--- src/common/ahb3_sram_pkg.sv ---
// Shared geometry, AHB3 encodings and enums for the SRAM tile, referenced by scoped name
package ahb3_sram_pkg;

  //////////////////////////////////////////////////
  // Bus and memory geometry
  //////////////////////////////////////////////////

  // Byte address width of the AHB3 bus
  localparam int ADDR_W    = 16;
  // Data bus and byte lanes
  localparam int DATA_W    = 32;
  localparam int STRB_W    = 4;
  // Memory depth in words and word address width
  localparam int MEM_WORDS = 1024;
  localparam int WORD_AW   = 10;
  // First byte address past the memory
  localparam int MEM_BYTES = 4096;

  //////////////////////////////////////////////////
  // AHB3 encodings
  //////////////////////////////////////////////////

  // HTRANS
  typedef enum logic [1:0] {
    IDLE   = 2'b00,
    BUSY   = 2'b01,
    NONSEQ = 2'b10,
    SEQ    = 2'b11
  } htrans_e;

  // HBURST, standard AMBA numbering
  typedef enum logic [2:0] {
    SINGLE = 3'b000,
    INCR   = 3'b001,
    WRAP4  = 3'b010,
    INCR4  = 3'b011,
    WRAP8  = 3'b100,
    INCR8  = 3'b101,
    WRAP16 = 3'b110,
    INCR16 = 3'b111
  } hburst_e;

  // HSIZE, only up to word on this bus
  typedef enum logic [2:0] {
    BYTE = 3'b000,
    HALF = 3'b001,
    WORD = 3'b010
  } hsize_e;

  // HRESP for AHB3-Lite
  typedef enum logic {
    OKAY  = 1'b0,
    ERROR = 1'b1
  } hresp_e;

endpackage

--- src/ahb3_slave/ahb3_burst_addr.sv ---
// Burst address predictor, tells the AHB3 slave controller where the next SEQ beat must land
`timescale 1ns/1ps

module ahb3_burst_addr (
  input  logic                             ahb3_clk_i,
  input  logic                             reset_i,
  input  logic                             start_i,
  input  logic                             advance_i,
  input  logic [ahb3_sram_pkg::ADDR_W-1:0] addr_i,
  input  ahb3_sram_pkg::hburst_e           hburst_i,
  input  ahb3_sram_pkg::hsize_e            hsize_i,
  output logic [ahb3_sram_pkg::ADDR_W-1:0] pred_addr_o
);

  // Burst attributes held for the whole burst
  ahb3_sram_pkg::hburst_e burst_q;
  ahb3_sram_pkg::hsize_e  size_q;

  //////////////////////////////////////////////////
  // Next beat address
  //////////////////////////////////////////////////

  function automatic logic [ahb3_sram_pkg::ADDR_W-1:0] step_addr(
    input logic [ahb3_sram_pkg::ADDR_W-1:0] a,
    input ahb3_sram_pkg::hburst_e           b,
    input ahb3_sram_pkg::hsize_e            s
  );
    logic [ahb3_sram_pkg::ADDR_W-1:0] inc;
    logic [ahb3_sram_pkg::ADDR_W-1:0] mask;
    // Step is the transfer size in bytes
    inc = 1;
    inc = inc << s;
    // Wrap boundary is beats times size
    case (b)
      ahb3_sram_pkg::WRAP4:  mask = (inc << 2) - 1'b1;
      ahb3_sram_pkg::WRAP8:  mask = (inc << 3) - 1'b1;
      ahb3_sram_pkg::WRAP16: mask = (inc << 4) - 1'b1;
      // Linear, all bits may move
      default:               mask = '1;
    endcase
    // Upper bits stay, low bits roll inside the boundary
    return (a & ~mask) | ((a + inc) & mask);
  endfunction

  //////////////////////////////////////////////////
  // Prediction register
  //////////////////////////////////////////////////

  always_ff @(posedge ahb3_clk_i) begin
    if (reset_i) begin
      burst_q     <= ahb3_sram_pkg::SINGLE;
      size_q      <= ahb3_sram_pkg::BYTE;
      pred_addr_o <= '0;
    end else if (start_i) begin
      // First beat opens a new burst
      burst_q     <= hburst_i;
      size_q      <= hsize_i;
      pred_addr_o <= step_addr(addr_i, hburst_i, hsize_i);
    end else if (advance_i) begin
      pred_addr_o <= step_addr(pred_addr_o, burst_q, size_q);
    end
  end

endmodule

--- config.mk ---
export PLATFORM = sky130hd
export DESIGN_NAME = ahb3_burst_addr
export DESIGN_NICKNAME = d
export VERILOG_FILES = /design/src/common/ahb3_sram_pkg.sv /design/src/ahb3_slave/ahb3_burst_addr.sv
export SDC_FILE = /design/constraint.sdc
export NUM_CORES = 1
export LEC_CHECK = 0
export ABC_CLOCK_PERIOD_IN_PS = 2800
export BUFFER_PORTS_ARGS = -buffer_cell sky130_fd_sc_hd__buf_2
export CORE_MARGIN = 10
export CORE_UTILIZATION = 52
export CTS_CLUSTER_SIZE = 30
export DETAILED_ROUTE_END_ITERATION = 10
export PLACE_DENSITY = 0.88
export SYNTH_ARGS = -nofsm -noshare
export SYNTH_HDL_FRONTEND = slang
export SYNTH_SLANG_ARGS = --single-unit
--- constraint.sdc ---
create_clock -name ahb3_clk_i -period 2.8 [get_ports ahb3_clk_i]
set_input_delay 0.42 -clock ahb3_clk_i [delete_from_list [all_inputs] [get_ports ahb3_clk_i]]
set_output_delay 0.42 -clock ahb3_clk_i [all_outputs]
set_load 0.005 [all_outputs]
==> reports/qor.yml, run 1 <==
die:
  ioPinCount: 42
  die_width_um: 89.4
  core_um2: 4690
  dieArea_um2: 7980
  rows: 25
  initial_core_util_pct: 53.3
  die_height_um: 89.4
status:
  status: "finished clean"
critical_path:
  criticalPathCategory: "reg -> reg"
  arrival_ns: 2.73
  crit_path_end_kind: "register"
  startpoint_type: "register"
  worstPathMaxFanout: 8
  cp_data_required_time_ns: 2.99
synth:
  synth.net_count: 365
  ys_ff_latch: 22
  yosysWarnings: 0
  async_reset_ff_share_pct: 0
  synthCells: 329
  synth_cell_types: 69
  synth_area_um2: 2500
  synth_edf_count: 0
  ys_seq_area_share_pct: 17.6
  ys.flop_type: "dfxtp_1"
  postSynthAreaPerCell_um2: 7.60
cells_and_area:
  area_growth_pct: 9.80
  final_nets: 395
  drive_gt1_share_pct: 20.2
  num_antenna_cells: 0
detailed_routing:
  drt_iter0_drc: 245
  drt_wl_total_um: 6720
  met1_length_um: 2990
  post_drt_wl_per_cell_um: 16.4
  vias: 2539
  routed-wl-met2_um: 3240
  routed-wl-met3_um: 406
  antenna_left: 0
  drc: 0
  highest_layer: "met4"
  first_pass_iters: 4
  drt-vias-per-instance: 6.18
power_and_ir_drop:
  ir_drop_mv: 0.172
  swShare_pct: 35.9
  internal-power_w: 0.000572
  switchingPower_w: 0.000320
  pwr-share-seq_pct: 41.9
  powerDensity_nw_per_um2: 325
  clockPowerShare_pct: 22.6
  comb_power_share_pct: 35.5
  cellLeakagePower_nw: 1.12
sta:
  fin_crit_ns: 2.54
  setup_viol: 0
  skew_ns: 0.00191
  rsz0062_at_grt: "false"
  max_freq_mhz: 394
  finalWorstSetupSlack_ns: 0.262
  final_hold_viol_count: 0
  setup_tns_ns: 0
  drv_slew: 0
  tightest_slew_ns: 0.423
  post-route-period-util_pct: 90.6
  slew-limit-headroom_pct: 71.6
min_path:
  hold_path.class: "in -> reg"
clock_network:
  cts_setup_buffers: 0
  cts_tree: "done"
  clk_path_buf_depth: 2
  cts.sinks: 22
  cts_resized: 0
  clk_pin_slew_ns: 0.08
  cts_made_buffers: 3
  htree_levels: 1
  ctsRootBufferMaster: "clkbuf_8"
  hold_buffers: 0
  insertion_delay_ns: 0.27
placed_design:
  hpwl_um: 5230
  place_ws_ns: 0.0686
  gp_congestion: 0.902
  port_buffers: 41
global_routing:
  track_usage_pct: 16.9
  grt-ovfl-total: 0
  grt_pass1_vias: 2317
  grt_antenna_before_repair: 0
  grt_pass1_wl_um: 11000
  grt_max_degree: 21
flow_run:
  cap_violations: 0
[placed cells by master, fill, tap and decap left out, drive strengths merged, types with 3 or more instances in the layout]
cell / netlist / final
nor2: 39 / 39
o211ai: 6 / 6
xnor2: 13 / 13
nand4: 9 / 9
ha: 10 / 10
nor3: 5 / 5
and3: 8 / 8
a31o: 3 / 3
and2: 3 / 3
buf: 10 / 47
clkbuf: 12 / 3
a211oi: 6 / 6
o22ai: 6 / 6
mux2i: 12 / 12
o21ai: 19 / 19
xor2: 14 / 14
and3b: 3 / 3
o2111ai: 4 / 4
nor4: 3 / 3
a21oi: 25 / 25
dfxtp: 22 / 22
nor2b: 3 / 3
nand2b: 8 / 8
inv: 4 / 4
o31ai: 3 / 3
nand2: 20 / 20
nand3: 12 / 12
nor3b: 4 / 4
a31oi: 6 / 6
a21o: 5 / 5
nand3b: 3 / 3
[cell families (layout without fill, tap and decap cells)]
family	count (synthesis)	count (layout)	share of synthesized area (%)
xor gates and xnor gates	27	27	9.45
buffers and inverters	27	55	5.45
adders and majority gates	11	11	5.40
muxes	13	13	5.25
and+or+nand+nor	130	130	28.1
AOI/OAI and AO/OA	99	99	28.8
DFF	22	22	17.6
[synth_stat cells (3+ instances only)]
cell type	n	share of area, %
clkbuf_1	12	1.8
inv_1	4	0.60
o22ai_1	5	1.3
a31o_2	3	1.1
o211ai_1	5	1.5
o21ai_1	3	0.60
a211oi_1	5	1.5
nand3_1	12	2.4
nor2b_1	3	0.75
mux2i_1	12	4.8
and2_1	3	0.75
buf_2	4	0.80
nand2_1	20	3.0
nor3b_1	3	0.90
nor2_1	39	5.9
and3b_1	3	1.1
buf_6	3	1.4
xor2_1	14	4.9
o21ai_0	14	2.8
nor3_1	5	1.0
nand4_1	9	2.3
nand3b_1	3	0.90
a31oi_1	3	0.75
dfxtp_1	22	18
ha_1	10	5.0
a21oi_1	25	5.0
and3_1	8	2.0
xnor2_1	13	4.6
nand2b_1	6	1.5
o2111ai_1	4	1.4
a21o_1	5	1.5
[path summary, 6_finish.rpt]
path / slack [ns] / startpoint / endpoint / cells after the start
worst max-delay path: 0.26 / size_q[0]$_SDFFE_PP0P_ / register / 10
worst min-delay path: 0.46 / addr_i[11] / register / 3
worst max register to register: 0.26 / size_q[0]$_SDFFE_PP0P_ / register / 10
worst min register to register: 0.53 / register / register / 2
[cell type report]
class	instances	area (um2)
clock buffer	3	41.3
fill	420	1950
inverter	5	18.8
multi-input combinational	280	1930
sequential	22	440
tap	54	67.6
timing repair buffer	47	250
[per-layer routing]
layer / GRT usage, % / vias to the layer above
met3: 1.82 / 10
met4: 4.91 / 0
li1: - / 1277
met2: 27.3 / 74
met1: 22.8 / 1178
met5: 0 / -
[through the flow]
stage / instances / hold WS (ns) / utilization [%] / cell area, um2 / total power [W]
4_1_cts: 411 / 0.473 / 58.5 / 2740 / 0.000887
5_1_grt: 411 / 0.502 / 58.5 / 2750 / 0.000938
3_3_place_gp: 408 / 0.516 / 57.6 / 2700 / 0.000684
2_1_floorplan: 329 / 0.493 / - / 2500 / 0.000598
6_report: 411 / 0.464 / 58.5 / 2750 / 0.000892
3_5_place_dp: 408 / 0.521 / 57.6 / 2700 / 0.000693
[power by group through the flow]
stage	registers (W)	logic (W)	clock network, W
2_1_floorplan	0.000366	0.000232	0
3_3_place_gp	0.000378	0.000305	0
3_5_place_dp	0.000380	0.000313	0
4_1_cts	0.000373	0.000315	0.000199
5_1_grt	0.000379	0.000351	0.000208
6_report	0.000374	0.000317	0.000201
[worst max-delay path, stage by stage (launching register included)]
cell and delay (ns):
dfxtp_1 0.50, nor3b_1 0.28, xor2_1 0.18, ha_1 0.25
nand2_1 0.10, o21bai_1 0.20, a41oi_1 0.22, o21ai_2 0.29
nand4_1 0.15, xor2_1 0.16, o22ai_1 0.14
No activity file was read; power rests on OpenSTA's default activity.
==> inputs of run 2 (changes only) <==
--- a/config.mk
+++ b/config.mk
@@ -5,13 +5,15 @@
 export SDC_FILE = /design/constraint.sdc
 export NUM_CORES = 1
 export LEC_CHECK = 0
+export ABC_AREA = 1
 export ABC_CLOCK_PERIOD_IN_PS = 2800
-export BUFFER_PORTS_ARGS = -buffer_cell sky130_fd_sc_hd__buf_2
+export BUFFER_PORTS_ARGS = -buffer_cell sky130_fd_sc_hd__clkbuf_2
 export CORE_MARGIN = 10
-export CORE_UTILIZATION = 52
+export CORE_UTILIZATION = 54
 export CTS_CLUSTER_SIZE = 30
 export DETAILED_ROUTE_END_ITERATION = 10
-export PLACE_DENSITY = 0.88
+export HOLD_SLACK_MARGIN = 0.02
+export PLACE_DENSITY = 0.89
 export SYNTH_ARGS = -nofsm -noshare
 export SYNTH_HDL_FRONTEND = slang
 export SYNTH_SLANG_ARGS = --single-unit
==> run 2 against run 1 <==
Net effect:
- clock skew increased by 0.00058 ns
- worst hold slack got worse by 0.063 ns
- die area increased by 14%
- combinational power increased by 41%
- setup slack improved by 0.32 ns
- via count increased by 48%
- sequential share of layout area decreased by 3.1 points
- core utilization increased by 2.9 points
- synthesized area increased by 23%
- fmax increased by 14%
- final area increased by 24%
- non-clock buffer count increased by 2
- largest cell class unchanged
==> reports/qor.yml, run 2 <==
global_routing:
  grt_antenna_before_repair: 0  # unchanged
  track_usage_pct: 19.9  # +3.1 points
  grt_max_degree: 34  # +62%
  grt_pass1_wl_um: 15200  # +39%
  grt_pass1_vias: 3395  # +47%
  grt-ovfl-total: 0  # unchanged
critical_path:
  worstPathMaxFanout: 7  # -1
  cp_num_buf_inv: 4  # +4
  crit_path_top_delay_cell: "ha_1"
  cp_cell_sequence: "buf_4 > nand3_1 > inv_1 > ha_1 > nand2_1 > nor2_1 > inv_1 > nor2_1 > nand2_1 > nand3_1 > nand3_1 > nand2_1 > nand2_1 > nand3_1 > nand2_1 > inv_1"
  criticalPathCategory: "reg -> reg"
  arrival_ns: 2.44  # -0.29 ns
  cpPeakStageDelay_ns: 0.38  # -0.12 ns
  path_common_cell: "nand2_1"
  crit_path_end_kind: "register"
  r2r_slack_ns: 0.58  # +0.32 ns
  cp_top_family: "simple AND/OR/NAND/NOR gates"
  cp_data_required_time_ns: 3.02  # +0.03 ns
  startpoint_type: "register"
power_and_ir_drop:
  switchingPower_w: 0.000426  # +33%
  powerDensity_nw_per_um2: 308  # -5.1%
  internal-power_w: 0.000623  # +8.9%
  pwr-share-seq_pct: 35.5  # -6.4 points
  clockPowerShare_pct: 21.8  # -0.8 points
  cellLeakagePower_nw: 1.76  # +57%
  ir_drop_mv: 0.203  # +18%
  swShare_pct: 40.6  # +4.8 points
  comb_power_share_pct: 42.6  # +7.1 points
sta:
  tightest_slew_ns: 0.500  # +0.0767 ns
  rsz0062_at_grt: "false"
  setup_viol: 0  # unchanged
  setup_tns_ns: 0  # unchanged
  final_hold_viol_count: 0  # unchanged
  post-route-period-util_pct: 79.4  # -11 points
  max_freq_mhz: 450  # +14%
  slew-limit-headroom_pct: 66.6  # -5.0 points
  fin_crit_ns: 2.22  # -0.315 ns
  drv_slew: 0  # unchanged
  finalWorstSetupSlack_ns: 0.577  # +0.315 ns
  skew_ns: 0.00249  # +0.000577 ns
cells_and_area:
  layout_commonest_cell: "nand2_1"
  num_antenna_cells: 0  # unchanged
  most-common-layout-cells: "nand2_1, inv_1, nor2_1"
  fillCellCount: 571  # +36%
  post-route-util_pct: 61.4  # +2.9 points
  final_nets: 623  # +58%
  area_growth_pct: 10.3
  seq_area_um2: 440  # unchanged
  drive_gt1_share_pct: 17.2  # -2.9 points
  multi_input_area_um2: 2230  # +16%
clock_network:
  hold_buffers: 0  # unchanged
  clk_pin_slew_ns: 0.08  # about the same
  cts_setup_buffers: 0  # unchanged
  clk_path_buf_depth: 2  # unchanged
  cts_made_buffers: 3  # unchanged
  ctsRootBufferMaster: "clkbuf_8"
  cts_tree: "done"
  htree_levels: 1  # unchanged
  cts.sinks: 22  # unchanged
  insertion_delay_ns: 0.26  # about the same
  cts_resized: 0  # unchanged
detailed_routing:
  drc: 0  # unchanged
  drt-vias-per-instance: 5.70  # -7.8%
  drt_wl_total_um: 9170  # +36%
  drt_iter0_drc: 304  # +24%
  antenna_left: 0  # unchanged
  vias: 3748  # +48%
  first_pass_iters: 5  # +1
  post_drt_wl_per_cell_um: 13.9  # -15%
die:
  initial_core_util_pct: 55.7  # +2.4 points
  dieArea_um2: 9140  # +14%
  rows: 27  # +8.0%
  ioPinCount: 42  # unchanged
  die_height_um: 95.6  # +7.0%
  die_width_um: 95.6  # +7.0%
  core_um2: 5540  # +18%
placed_design:
  port_buffers: 41  # unchanged
  gp_congestion: 0.928  # +2.9%
  hpwl_um: 7420  # +42%
  place_ws_ns: 0.330  # +0.262 ns
synth:
  synthCells: 546  # +66%
  synth_edf_count: 0  # unchanged
  async_reset_ff_share_pct: 0  # unchanged
  synth_top_area_share_pct: 16.7  # -0.94 points
  ys_ff_latch: 22  # unchanged
  synth.net_count: 582  # +59%
  synth_area_um2: 3090  # +23%
  synthTopCellsByCount: "nand2_1, inv_1, nor2_1"
  yosysWarnings: 0  # unchanged
  synth.area.top_cells: "nand2_1, dfxtp_1, inv_1"
  ys.flop_type: "dfxtp_1"
  postSynthAreaPerCell_um2: 5.65  # -26%
  synth_cell_types: 48  # -30%
  ys_seq_area_share_pct: 14.3  # -3.3 points
  synth_top_area_cell: "nand2_1"
  synthMostInstantiatedCell: "nand2_1"
status:
  status: "finished clean"
min_path:
  hold_path.class: "in -> reg"
flow_run:
  cap_violations: 0  # unchanged
run 2: logic make-up (layout without fill, tap and decap cells):
logic type | Yosys count | after routing | synth area share, %
AOI/OAI and AO/OA | 99 | 99 | 19.0
xor gates and xnor gates | 4 | 4 | 1.14
adders and majority gates | 10 | 10 | 4.06
buffers and inverters | 96 | 136 | 13.3
DFF | 22 | 22 | 14.3
and+or+nand+nor | 315 | 315 | 48.2
run 2: metrics by stage:
step	cell area (um2)	cells	power, W	hold WS, ns
floorplan	3090	546	0.000686	0.489
global placement	3350	654	0.000809	0.558
detailed placement	3350	654	0.000816	0.558
CTS	3400	658	0.00104	0.398
global route	3400	658	0.00112	0.406
finish	3400	658	0.00105	0.402
run 2: layout make-up:
| cell class | instances | area share, % |
|---|---|---|
| tap | 72 | 2.65 |
| multi-input combinational | 428 | 65.6 |
| sequential | 22 | 12.9 |
| inverter | 83 | 9.38 |
| clock buffer | 4 | 1.62 |
| timing repair buffer | 49 | 7.79 |
run 2: power groups by stage:
stage | clock (W) | sequential, W | combinational [W]
after detailed placement | 0 | 0.000379 | 0.000437
after global routing | 0.000244 | 0.000377 | 0.000501
after floorplan | 0 | 0.000371 | 0.000314
final | 0.000229 | 0.000373 | 0.000447
after CTS | 0.000231 | 0.000372 | 0.000441
after global placement | 0 | 0.000378 | 0.000432
run 2: path summary, 6_finish.rpt:
path | from | to | cells past startpoint
setup / recovery | size_q[1]$_SDFFE_PP0P_ | register | 16
hold / removal | reset_i | register | 2
setup reg to reg | size_q[1]$_SDFFE_PP0P_ | register | 16
hold reg to reg | burst_q[0]$_SDFFE_PP0P_ | burst_q[0]$_SDFFE_PP0P_ | 2
run 2: metal layers:
layer	track usage (%)	wire length, um
met5	0	0
met4	6.76	217
met3	2.12	666
met2	34.4	4280
met1	25.0	4000
