## src/common/ahb3_sram_pkg.sv

```systemverilog
// Shared geometry, AHB3 encodings and enums for the SRAM tile, referenced by scoped name
package ahb3_sram_pkg;

  //////////////////////////////////////////////////
  // Bus and memory geometry
  //////////////////////////////////////////////////

  // Byte address width of the AHB3 bus
  localparam int ADDR_W    = 16;
  // Data bus and byte lanes
  localparam int DATA_W    = 32;
  localparam int STRB_W    = 4;
  // Memory depth in words and word address width
  localparam int MEM_WORDS = 1024;
  localparam int WORD_AW   = 10;
  // First byte address past the memory
  localparam int MEM_BYTES = 4096;

  //////////////////////////////////////////////////
  // AHB3 encodings
  //////////////////////////////////////////////////

  // HTRANS
  typedef enum logic [1:0] {
    IDLE   = 2'b00,
    BUSY   = 2'b01,
    NONSEQ = 2'b10,
    SEQ    = 2'b11
  } htrans_e;

  // HBURST, standard AMBA numbering
  typedef enum logic [2:0] {
    SINGLE = 3'b000,
    INCR   = 3'b001,
    WRAP4  = 3'b010,
    INCR4  = 3'b011,
    WRAP8  = 3'b100,
    INCR8  = 3'b101,
    WRAP16 = 3'b110,
    INCR16 = 3'b111
  } hburst_e;

  // HSIZE, only up to word on this bus
  typedef enum logic [2:0] {
    BYTE = 3'b000,
    HALF = 3'b001,
    WORD = 3'b010
  } hsize_e;

  // HRESP for AHB3-Lite
  typedef enum logic {
    OKAY  = 1'b0,
    ERROR = 1'b1
  } hresp_e;

endpackage

```

## src/ahb3_slave/ahb3_slave_ctrl.sv

```systemverilog
// AHB3-Lite slave controller for the SRAM, instanced by the top next to the burst generator
`timescale 1ns/1ps

module ahb3_slave_ctrl (
  input  logic                              ahb3_clk_i,
  input  logic                              reset_i,
  // AHB3 slave side
  input  logic                              hsel_i,
  input  logic [ahb3_sram_pkg::ADDR_W-1:0]  haddr_i,
  input  ahb3_sram_pkg::htrans_e            htrans_i,
  input  logic                              hwrite_i,
  input  ahb3_sram_pkg::hsize_e             hsize_i,
  input  ahb3_sram_pkg::hburst_e            hburst_i,
  input  logic [ahb3_sram_pkg::DATA_W-1:0]  hwdata_i,
  output logic                              hready_o,
  output ahb3_sram_pkg::hresp_e             hresp_o,
  // Burst generator side
  output logic                              burst_start_o,
  output logic                              burst_advance_o,
  input  logic [ahb3_sram_pkg::ADDR_W-1:0]  pred_addr_i,
  // Memory side
  output logic                              mem_we_o,
  output logic [ahb3_sram_pkg::STRB_W-1:0]  mem_be_o,
  output logic [ahb3_sram_pkg::WORD_AW-1:0] mem_waddr_o,
  output logic [ahb3_sram_pkg::DATA_W-1:0]  mem_wdata_o,
  output logic                              mem_re_o,
  output logic [ahb3_sram_pkg::WORD_AW-1:0] mem_raddr_o
);

  // Response FSM
  typedef enum logic [1:0] {ST_OKAY, ST_WAIT, ST_ERR1, ST_ERR2} state_e;

  state_e                             state_q;
  state_e                             state_d;
  logic                               accept;
  logic                               out_of_range;
  logic                               bad_burst;
  logic                               err;
  logic                               wr_ending;
  logic [ahb3_sram_pkg::WORD_AW-1:0]  live_word;
  // Held address phase
  logic                               ap_valid;
  logic                               ap_write;
  logic [ahb3_sram_pkg::WORD_AW-1:0]  ap_word;
  ahb3_sram_pkg::hsize_e              ap_size;
  logic [1:0]                         ap_offset;

  //////////////////////////////////////////////////
  // Address phase decode
  //////////////////////////////////////////////////

  // Only NONSEQ and SEQ count, IDLE and BUSY pass with OKAY
  assign accept = hready_o & hsel_i &
                  ((htrans_i == ahb3_sram_pkg::NONSEQ) | (htrans_i == ahb3_sram_pkg::SEQ));
  assign live_word = haddr_i[ahb3_sram_pkg::WORD_AW+1:2];
  assign out_of_range = (haddr_i >= ahb3_sram_pkg::MEM_BYTES);
  // SEQ must hit the predicted address, and never belongs to a SINGLE
  assign bad_burst = (htrans_i == ahb3_sram_pkg::SEQ) &
                     ((haddr_i != pred_addr_i) | (hburst_i == ahb3_sram_pkg::SINGLE));
  assign err = out_of_range | bad_burst;

  // Burst generator follows every accepted beat
  assign burst_start_o   = accept & (htrans_i == ahb3_sram_pkg::NONSEQ);
  assign burst_advance_o = accept & (htrans_i == ahb3_sram_pkg::SEQ) & ~err;

  // Write data phase closing at this edge
  assign wr_ending = ap_valid & ap_write & (state_q == ST_OKAY);

  // Capture the address phase whenever the previous data phase ends
  always_ff @(posedge ahb3_clk_i) begin
    if (reset_i) begin
      ap_valid <= 1'b0;
      ap_write <= 1'b0;
    end else if (hready_o) begin
      // Errored beats leave no data phase behind
      ap_valid <= accept & ~err;
      ap_write <= hwrite_i;
    end
  end

  // Payload part of the held phase
  always_ff @(posedge ahb3_clk_i) begin
    if (accept) begin
      ap_word   <= live_word;
      ap_size   <= hsize_i;
      ap_offset <= haddr_i[1:0];
    end
  end

  //////////////////////////////////////////////////
  // Response FSM
  //////////////////////////////////////////////////

  always_comb begin
    state_d = state_q;
    case (state_q)
      ST_OKAY, ST_ERR2: begin
        if (accept & err) begin
          state_d = ST_ERR1;
        end else if (accept & ~hwrite_i & wr_ending) begin
          // Read behind a write waits for the write to land
          state_d = ST_WAIT;
        end else begin
          state_d = ST_OKAY;
        end
      end
      ST_WAIT: state_d = ST_OKAY;
      ST_ERR1: state_d = ST_ERR2;
      default: state_d = ST_OKAY;
    endcase
  end

  always_ff @(posedge ahb3_clk_i) begin
    if (reset_i) begin
      state_q <= ST_OKAY;
    end else begin
      state_q <= state_d;
    end
  end

  // Two-cycle ERROR, first cycle stalled
  assign hready_o = (state_q == ST_OKAY) | (state_q == ST_ERR2);
  assign hresp_o  = ((state_q == ST_ERR1) | (state_q == ST_ERR2)) ?
                    ahb3_sram_pkg::ERROR : ahb3_sram_pkg::OKAY;

  //////////////////////////////////////////////////
  // Memory requests
  //////////////////////////////////////////////////

  // Byte lanes from held size and offset
  always_comb begin
    case (ap_size)
      ahb3_sram_pkg::BYTE: mem_be_o = 4'b0001 << ap_offset;
      ahb3_sram_pkg::HALF: mem_be_o = 4'b0011 << {ap_offset[1], 1'b0};
      default:             mem_be_o = 4'b1111;
    endcase
  end

  // Write lands at the edge ending its data phase
  assign mem_we_o    = wr_ending;
  assign mem_waddr_o = ap_word;
  assign mem_wdata_o = hwdata_i;

  // Live read unless a write lands now, held read in the wait cycle
  assign mem_re_o    = (state_q == ST_WAIT) |
                       (accept & ~hwrite_i & ~err & ~wr_ending);
  assign mem_raddr_o = (state_q == ST_WAIT) ? ap_word : live_word;

endmodule

```

## config.mk

```make
export PLATFORM = sky130hd
export DESIGN_NAME = ahb3_slave_ctrl
export DESIGN_NICKNAME = d
export VERILOG_FILES = /design/src/common/ahb3_sram_pkg.sv /design/src/ahb3_slave/ahb3_slave_ctrl.sv
export SDC_FILE = /design/constraint.sdc
export NUM_CORES = 1
export LEC_CHECK = 0
export ABC_CLOCK_PERIOD_IN_PS = 3100
export BUFFER_PORTS_ARGS = -buffer_cell sky130_fd_sc_hd__buf_2
export CAP_MARGIN = 15
export CORE_AREA = 2 2 65 67
export CTS_BUF_LIST = sky130_fd_sc_hd__clkbuf_4 sky130_fd_sc_hd__clkbuf_8 sky130_fd_sc_hd__clkbuf_16
export DETAILED_ROUTE_END_ITERATION = 10
export DIE_AREA = 0 0 67 69
export GPL_ROUTABILITY_DRIVEN = 0
export GPL_TIMING_DRIVEN = 1
export MAX_ROUTING_LAYER = met4
export PLACE_DENSITY = 0.84
export SYNTH_ARGS = -nofsm -noshare
export SYNTH_HDL_FRONTEND = slang
export SYNTH_SLANG_ARGS = --single-unit
```

## constraint.sdc

```tcl
create_clock -name ahb3_clk_i -period 3.1 [get_ports ahb3_clk_i]
set_clock_uncertainty 0.05 [all_clocks]
set_input_delay 0.62 -clock ahb3_clk_i [delete_from_list [all_inputs] [get_ports ahb3_clk_i]]
set_output_delay 0.62 -clock ahb3_clk_i [all_outputs]
set_load 0.01 [all_outputs]
```

==> results of run 1 <==
## how the worst max path moves through the flow
stage,from,endpoint,slack [ps]
finish,state_q[0]$_SDFF_PP0_,mem_re_o,380
global route,state_q[0]$_SDFF_PP0_,mem_re_o,170
CTS,state_q[0]$_SDFF_PP0_,mem_re_o,370
detailed placement,haddr_i[12],burst_advance_o,400
global placement,haddr_i[12],mem_re_o,400
floorplan,state_q[0]$_SDFF_PP0_,mem_re_o,340
## critical path, cell delays in order (launching register included)
cell and delay, ps:
dfxtp_1 360, inv_1 70, ha_1 330, inv_1 100, nand3_1 120, inv_1 90, nand2_1 80, or2_2 300
o31ai_1 180, buf_2 160
## sequential cells by signal (all words and copies together), names as in the netlist
| register | cells |
|---|---|
| ap_offset | 2 |
| state_q | 2 |
| ap_valid | 1 |
| mem_waddr_o | 10 |
| ap_size | 3 |
| ap_write | 1 |
## cells by family (layout without fill, tap and decap cells)
logic type	count (synthesis)	after routing	share of synthesized area [%]
DFF	19	19	39.4
and+or+nand+nor	31	31	12.9
AOI/OAI and AO/OA	10	10	4.56
adders and majority gates	4	4	3.72
muxes	11	11	9.12
buffers and inverters	39	85	19.8
xor gates and xnor gates	16	16	10.4
## metrics by stage
stage | total power (uW) | hold WS [ps] | setup WS [ps] | instance area (sq um)
CTS | 603 | 424 | 368 | 1590
detailed placement | 416 | 409 | 396 | 1540
global route | 624 | 460 | 169 | 1590
global placement | 413 | 385 | 398 | 1540
finish | 591 | 423 | 380 | 1590
floorplan | 394 | 367 | 337 | 1350
## per-layer routing
| layer | part of all wire (%) | vias to the layer above |
|---|---|---|
| met3 | 7.5 | 18 |
| met4 | 3.0 | 0 |
| met5 | 0 | - |
| li1 | - | 514 |
| met1 | 36 | 504 |
| met2 | 54 | 57 |
## cell type report
class	instances	area (sq um)	area share, %
clock buffer	4	48.8	3.06
timing repair buffer	75	380	23.9
sequential	19	531	33.3
multi-input combinational	72	548	34.4
tap	50	62.6	3.93
inverter	6	22.5	1.41
## Yosys cell counts, types with 2 or more instances
cell type	instances
buf_4	32
edfxtp_1	15
xor2_1	12
mux2_2	10
inv_1	6
nand2_1	6
nor2_1	6
nor4_1	5
o21ai_0	5
dfxtp_1	4
ha_1	4
o31ai_1	4
xnor2_1	4
nand3_1	2
nor3_1	2
or2_2	2
## power breakdown
group | internal (uW) | leakage (uW) | switching (uW)
clock network | 100 | 0.0000262 | 82.6
logic | 55.4 | 0.000503 | 61.6
registers | 287 | 0.000173 | 4.76
==> run summary, run 1 <==
Worst setup path
* primary output — CP Capture Type
* state_q[0]$_SDFF_PP0_ — Crit Reg-Reg Endpoint
* state_q[0]$_SDFF_PP0_ — Reg-to-Reg Start
* 2430 ps — Critical Path RT
* register to primary output — critical path class
* 3 — largest driver fanout on the critical path
* 2050 ps — WP data arrival
* register — critical path launch point type
* 1250 ps — register-to-register path setup slack
* 8 — worst r2r path cells

Worst hold path
* register to register — Tightest Hold Check Type
* 2 — Worst Hold Path Cells
* ap_valid$_SDFFE_PP0N_ — Hold Path End
* ap_valid$_SDFFE_PP0N_ — HP Start

Drt
* 14.7 microns — routed length per instance
* 0 — Final ANT Viol Nets
* 1093 — total vias in the final route
* 3.31 mm — total detailed-routing wirelength
* 4.84 — mean number of vias per cell
* 0 — DRC errors left
* 4 — First-pass DRT Iterations
* 5 — DRC violation total after the first TritonRoute iteration

Synthesis
* edfxtp_1 — most area-hungry cell type in the Yosys netlist
* 0 — Synth Warn #
* 27 — number of distinct library cells after synthesis
* 15 — number of flops mapped to enable cells by yosys
* edfxtp_1 33%, buf_4 18%, mux2_2 8.4%, xor2_1 7.8%, dfxtp_1 6.0% — synth top area cells
* 19 — post-synthesis register bit count
* 210 — synthesized netlist net count
* 10.3 sq um — Avg Cell Area, Syn
* 39.4% — Seq/Total Area, Yosys
* 1350 sq um — cell area after technology mapping
* edfxtp_1 — commonest register cell after synthesis
* 130 — Cells after Synth
* 0% — share of flip-flops with an asynchronous set or reset
* 33.5% — fraction of post-synthesis cell area in the top cell type by area

Floorplan
* 34.4% — starting density of the core
* 4620 sq um — total die area
* 3910 sq um — core footprint
* 23 — Std-Cell Rows
* 67 microns — Die Span X
* 138 — number of primary I/O pins
* 69 microns — y dimension of the die

Timing
* no — RSZ-0062 raised after global routing
* 368 MHz — upper clock frequency limit
* 0 — setup violators final
* 87.8% — final worst path period share
* 2720 ps — shortest period the worst path allows
* 0 — number of hold violations in the final report
* 62.1% — normalized max-slew margin
* 0 ps — total negative setup slack
* 0 — max-slew violation total from the final report
* 569 ps — actual slew at the worst max-slew pin

Final layout
* 73 x buf_2, 15 x edfxtp_1, 12 x xor2_1, 10 x mux2_2 — highest-count cells in the layout ignoring fill and taps
* 18.4% — layout-stage area growth over the synthesis result
* 416 — Filler cells
* 0 — Diodes inserted
* 226 — final standard cell count with taps included and fillers excluded
* 40.7% — Final Util
* 257 — number of nets at the end of the flow
* 52.3% — ratio of cells with drive above 1 in the final layout
* buf_2 — most common cell after layout, fill and taps aside

Run status
* complete, no violations — result of the run

Clock tree
* 19 — TritonCTS sink count
* 1 — H-tree depth reported by CTS
* 250 ps — clk_lat worst skew
* 0 — buffers inserted during post-CTS setup optimization
* yes — clock tree from TritonCTS
* 2 — Max clock buf depth
* 0 — CTS resizes
* 3 — number of buffers inserted during clock tree synthesis
* 0 — # hold bufs at CTS
* clkbuf_8 — CTS root buffer
* 70 ps — Worst-path clk slew

Global routing
* 2.28% — met3 routing resource usage after global routing
* met2 — gr busiest metal
* 0 — antenna violations before repair
* 1095 — vias in the first global route
* 15.6% — met1 track demand over resource in global routing
* 26.7% — GR Layer Usage met2
* 5.10 mm — wire length of the first global-routing pass
* 15.1% — total global routing track utilization
* 0 — overflow left after global routing
* 16 — largest net degree at the start of global routing

Place
* 73 — input/output buffers
* 2.77 mm — HPWL after DPL
* 222 — number of placed instances, taps included

Run
* 0 — max-capacitance violation count

Pwr
* 371 nW/um^2 — P per Cell Area
* 0.000702 uW — Lkg Pwr
* 0.139 mV — maximum vdd ir drop

(Power assumes the default switching activity.)
==> run 2: changes to the inputs <==
--- a/config.mk
+++ b/config.mk
@@ -5,7 +5,7 @@
 export SDC_FILE = /design/constraint.sdc
 export NUM_CORES = 1
 export LEC_CHECK = 0
-export ABC_CLOCK_PERIOD_IN_PS = 3100
+export ABC_CLOCK_PERIOD_IN_PS = 2750
 export BUFFER_PORTS_ARGS = -buffer_cell sky130_fd_sc_hd__buf_2
 export CAP_MARGIN = 15
 export CORE_AREA = 2 2 65 67
==> constraint.sdc (replaced) <==
create_clock -name ahb3_clk_i -period 2.75 [get_ports ahb3_clk_i]
set_clock_uncertainty 0.05 [all_clocks]
set_input_delay 0.55 -clock ahb3_clk_i [delete_from_list [all_inputs] [get_ports ahb3_clk_i]]
set_output_delay 0.55 -clock ahb3_clk_i [all_outputs]
set_load 0.01 [all_outputs]
==> run summary, run 2 (synthesis results as in run 1) <==
Run status
* complete, no violations — result of the run

Final layout
* 257 — number of nets at the end of the flow, unchanged
* 10 — number of flip-flops in the largest register, unchanged
* 41.2% — Final Util, +0.54 points
* 20.0% — layout-stage area growth over the synthesis result
* 54.5% — ratio of cells with drive above 1 in the final layout, +2.3 points
* 0 — Diodes inserted, unchanged
* buf_2 — most common cell after layout, fill and taps aside
* 73 x buf_2, 15 x edfxtp_1, 12 x xor2_1, 10 x mux2_2 — highest-count cells in the layout ignoring fill and taps

Pwr
* 25.3% — switching part of the total, +0.13 points
* 169 uW — switching power summed over all nets, +14%
* 669 uW — total power, +13%
* 499 uW — internal cell power, +13%
* 0.156 mV — maximum vdd ir drop, +12%
* 414 nW/um^2 — P per Cell Area, +12%
* 0.000709 uW — Lkg Pwr, +1.0%
* 19.9% — combinational power share, about the same
* 30.9% — Clock power frac, about the same
* 49.2% — sequential cell fraction of total power, about the same

Drt
* 14.7 microns — routed length per instance, unchanged
* 7 — DRC violation total after the first TritonRoute iteration, +2
* 1089 — total vias in the final route, -0.37%
* 0 — DRC errors left, unchanged
* 3.31 mm — total detailed-routing wirelength, unchanged
* 4.82 — mean number of vias per cell, -0.37%
* 0 — Final ANT Viol Nets, unchanged
* 4 — First-pass DRT Iterations, unchanged

Clock tree
* 1 — H-tree depth reported by CTS, unchanged
* 2 — Max clock buf depth, unchanged
* 19 — TritonCTS sink count, unchanged
* 70 ps — Worst-path clk slew, about the same
* 250 ps — clk_lat worst skew, about the same
* clkbuf_8 — CTS root buffer
* 3 — number of buffers inserted during clock tree synthesis, unchanged
* 0 — buffers inserted during post-CTS setup optimization, unchanged
* yes — clock tree from TritonCTS

Worst setup path
* 3 — largest driver fanout on the critical path, unchanged
* 8 — worst r2r path cells, unchanged
* register — critical path launch point type
* state_q[0]$_SDFF_PP0_ — Reg-to-Reg Start
* 2050 ps — WP data arrival, about the same
* register to primary output — critical path class
* primary output — CP Capture Type
* 2150 ps — Critical Path RT, -280 ps
* 940 ps — register-to-register path setup slack, -310 ps
* state_q[0]$_SDFF_PP0_ — Crit Reg-Reg Endpoint

Run
* 0 — max-capacitance violation count, unchanged

Global routing
* 0 — overflow left after global routing, unchanged
* 0 — antenna violations before repair, unchanged
* 16 — largest net degree at the start of global routing, unchanged
* 4.95 mm — wire length of the first global-routing pass, -2.8%
* 14.7% — total global routing track utilization, -0.38 points
* 1065 — vias in the first global route, -2.7%

Floorplan
* 3910 sq um — core footprint, unchanged
* 69 microns — y dimension of the die, unchanged
* 23 — Std-Cell Rows, unchanged
* 67 microns — Die Span X, unchanged
* 34.4% — starting density of the core, unchanged
* 138 — number of primary I/O pins, unchanged
* 4620 sq um — total die area, unchanged

Place
* 73 — input/output buffers, unchanged
* 2.69 mm — HPWL after DPL, -2.8%

Timing
* 2650 ps — shortest period the worst path allows
* 377 MHz — upper clock frequency limit
* 0 — number of hold violations in the final report, unchanged
* 61.8% — normalized max-slew margin, -0.27 points
* 96.5% — final worst path period share
* 0 — setup violators final, unchanged
* 573 ps — actual slew at the worst max-slew pin, +4.08 ps
* 0 — max-slew violation total from the final report, unchanged

Worst hold path
* ap_size[0]$_DFFE_PN_ — Hold Path End
* primary input to register — Tightest Hold Check Type
* hsize_i[0] — HP Start
* 1 — Worst Hold Path Cells, -1

## run 2: cell count changes in the layout (fill, tap and decap cells not counted)
cell     previous run  this run
dfxtp_1             4         2
dfxtp_2             0         2
nand3_1             2         1
nand3_2             0         1
o31ai_1             4         3
o31ai_4             0         1
## run 2: routing by layer
layer / track usage [%] / share of wire (%) / up-vias / routed length, microns
met2: 25.5 / 53 / 56 / 1750
met1: 15.3 / 37 / 505 / 1220
met5: - / 0 / - / 0
li1: - / - / 510 / -
met3: 2.77 / 7.2 / 18 / 239
met4: 7.71 / 3.0 / 0 / 99
## run 2: area by class of cell
cell class	count	area (sq um)
fill	414	2300
multi-input combinational	72	567
sequential	19	533
timing repair buffer	75	380
tap	50	62.6
clock buffer	4	48.8
inverter	6	22.5
## run 2: worst max path at each step
stage | depth (start not counted) | start | end
finish | 9 | state_q[0]$_SDFF_PP0_ | mem_re_o
global route | 9 | state_q[0]$_SDFF_PP0_ | mem_re_o
CTS | 9 | state_q[0]$_SDFF_PP0_ | mem_re_o
detailed placement | 7 | haddr_i[12] | mem_re_o
global placement | 7 | haddr_i[12] | mem_re_o
floorplan | 8 | state_q[0]$_SDFF_PP0_ | mem_re_o
## run 2: worst max-delay path: stages, from the launching register on
cell and delay, ps:
dfxtp_2 340, inv_1 60, ha_1 330, inv_1 110
nand3_2 100, inv_1 80, nand2_1 80, or2_2 330
o31ai_4 190, buf_2 170
## run 2: power by group through the flow
stage | logic, uW | clock network [uW] | registers (uW)
final | 133 | 207 | 329
after global routing | 146 | 227 | 331
after CTS | 135 | 218 | 329
after detailed placement | 133 | 0 | 335
after global placement | 131 | 0 | 335
after floorplan | 106 | 0 | 338
## run 2: stage by stage
stage	hold WS (ps)	setup TNS [ps]	worst slack, ps	instance area [sq um]	std cells
after global placement	390	0	167	1540	222
after detailed placement	407	0	73.9	1540	222
after global routing	403	-15.7	-15.7	1610	226
final	417	0	97.6	1610	226
after CTS	403	0	40.1	1600	226
after floorplan	367	0	56.7	1350	130
## run 2: what timing repair did
action	4_1_cts	5_1_grt
endpoints found under the setup margin	1	1
gates resized for setup	2	3
pin swaps	0	0
hold buffers	0	0
cloned	0	0
==> run 3: changes to the inputs <==
--- a/config.mk
+++ b/config.mk
@@ -14,7 +14,6 @@
 export DIE_AREA = 0 0 67 69
 export GPL_ROUTABILITY_DRIVEN = 0
 export GPL_TIMING_DRIVEN = 1
-export MAX_ROUTING_LAYER = met4
 export PLACE_DENSITY = 0.84
 export SYNTH_ARGS = -nofsm -noshare
 export SYNTH_HDL_FRONTEND = slang
==> run summary, run 3 (synthesis results as in run 1) <==
Final layout
* 0 — Diodes inserted, unchanged
* 54.5% — ratio of cells with drive above 1 in the final layout, unchanged
* 226 — final standard cell count with taps included and fillers excluded, unchanged
* buf_2 — most common cell after layout, fill and taps aside
* 414 — Filler cells, unchanged
* 533 sq um — area taken by flip-flops and latches, unchanged
* 41.2% — Final Util, unchanged
* 10 — number of flip-flops in the largest register, unchanged
* 20.0% — layout-stage area growth over the synthesis result, unchanged
* 567 sq um — Multi-input gate area, unchanged
* 257 — number of nets at the end of the flow, unchanged
* 73 x buf_2, 15 x edfxtp_1, 12 x xor2_1, 10 x mux2_2 — highest-count cells in the layout ignoring fill and taps

Floorplan
* 34.4% — starting density of the core, unchanged
* 3910 sq um — core footprint, unchanged
* 4620 sq um — total die area, unchanged
* 67 microns — Die Span X, unchanged
* 23 — Std-Cell Rows, unchanged
* 69 microns — y dimension of the die, unchanged
* 138 — number of primary I/O pins, unchanged

Worst hold path
* 1 — Worst Hold Path Cells, unchanged
* primary input to register — Tightest Hold Check Type

Timing
* 2650 ps — shortest period the worst path allows, +1.16 ps
* 96.5% — final worst path period share, about the same
* 377 MHz — upper clock frequency limit, about the same
* 0 — max-slew violation total from the final report, unchanged
* 0 — setup violators final, unchanged
* 61.5% — normalized max-slew margin, -0.32 points
* 578 ps — actual slew at the worst max-slew pin, +4.84 ps
* 0 — number of hold violations in the final report, unchanged
* 416 ps — Worst Hold Margin, -0.409 ps

Clock tree
* 19 — TritonCTS sink count, unchanged
* yes — clock tree from TritonCTS
* 1 — H-tree depth reported by CTS, unchanged
* 2 — Max clock buf depth, unchanged
* 70 ps — Worst-path clk slew, about the same
* 250 ps — clk_lat worst skew, about the same
* clkbuf_8 — CTS root buffer
* 3 — number of buffers inserted during clock tree synthesis, unchanged

Worst setup path
* register — critical path launch point type
* 3 — largest driver fanout on the critical path, unchanged
* 2050 ps — WP data arrival, about the same
* 2150 ps — Critical Path RT, about the same
* register to primary output — critical path class
* primary output — CP Capture Type
* 8 — worst r2r path cells, unchanged

Drt
* 4 — First-pass DRT Iterations, unchanged
* 0 — DRC errors left, unchanged
* 0 — Final ANT Viol Nets, unchanged
* 1093 — total vias in the final route, +0.37%
* 14.7 microns — routed length per instance, +0.60%
* 3.33 mm — total detailed-routing wirelength, +0.60%
* 4.84 — mean number of vias per cell, +0.37%
* 11 — DRC violation total after the first TritonRoute iteration, +4

Global routing
* 4.96 mm — wire length of the first global-routing pass, +0.14%
* met2 — gr busiest metal
* 25.4% — GR Layer Usage met2, -0.11 points
* 0 — antenna violations before repair, unchanged
* 1061 — vias in the first global route, -0.38%
* 16 — largest net degree at the start of global routing, unchanged
* 14.4% — total global routing track utilization, -0.36 points
* 3.26% — met3 routing resource usage after global routing, +0.49 points
* 15.2% — met1 track demand over resource in global routing, -0.10 points
* 0 — overflow left after global routing, unchanged

Pwr
* 414 nW/um^2 — P per Cell Area, about the same
* 669 uW — total power, about the same
* 0.000709 uW — Lkg Pwr, unchanged
* 0.156 mV — maximum vdd ir drop, +0.11%

Run
* 0 — max-capacitance violation count, unchanged

Run status
* complete, no violations — result of the run

Place
* 222 — number of placed instances, taps included, unchanged
* 73 — input/output buffers, unchanged
* 2.69 mm — HPWL after DPL, unchanged

run 3: what timing repair did:
| item | 4_1_cts | 5_1_grt |
|---|---|---|
| setup buffers | 0 | 0 |
| resized for setup | 2 | 3 |
| endpoints found under the setup margin | 1 | 1 |
| pin swaps | 0 | 0 |
| hold buffers | 0 | 0 |
run 3: power by group:
| group | leakage [uW] | total, uW | switching (uW) | internal, uW |
|---|---|---|---|---|
| combinational | 0.000510 | 133 | 70.3 | 62.8 |
| clock | 0.0000262 | 207 | 94.0 | 113 |
| sequential | 0.000174 | 329 | 5.26 | 324 |
| total | 0.000709 | 669 | 170 | 499 |
run 3: final cells by class:
cell class	count	share of cell area, %
clock buffers	4	3.02
multi-input cells	72	35.1
well taps	50	3.88
flip-flops and latches	19	33.0
repair buffers	75	23.6
inverters	6	1.40
run 3: critical path: stages, from the launching register on:
cell and delay (ps):
dfxtp_2 340, inv_1 60, ha_1 330, inv_1 110, nand3_2 100, inv_1 80
nand2_1 80, or2_2 330, o31ai_4 190, buf_2 170
run 3: per-stage QoR:
step | setup TNS [ps] | cell area [sq um] | setup WS [ps]
global route | -15.7 | 1610 | -15.7
CTS | 0 | 1600 | 40.1
detailed placement | 0 | 1540 | 73.9
finish | 0 | 1610 | 96.4
floorplan | 0 | 1350 | 56.7
global placement | 0 | 1540 | 167
run 3: path summary, 6_finish.rpt:
path / to / startpoint / slack, ps
worst min register to register: ap_valid$_SDFFE_PP0N_ / ap_valid$_SDFFE_PP0N_ / 420
worst max-delay path: mem_re_o / state_q[0]$_SDFF_PP0_ / 100
worst min-delay path: ap_size[0]$_DFFE_PN_ / hsize_i[0] / 420
worst max register to register: state_q[0]$_SDFF_PP0_ / state_q[0]$_SDFF_PP0_ / 940
run 3: per-layer routing:
layer	part of all wire (%)	vias to the layer above
met5	0	-
met4	3.0	0
met3	7.9	18
met2	53	56
met1	36	509
li1	-	510
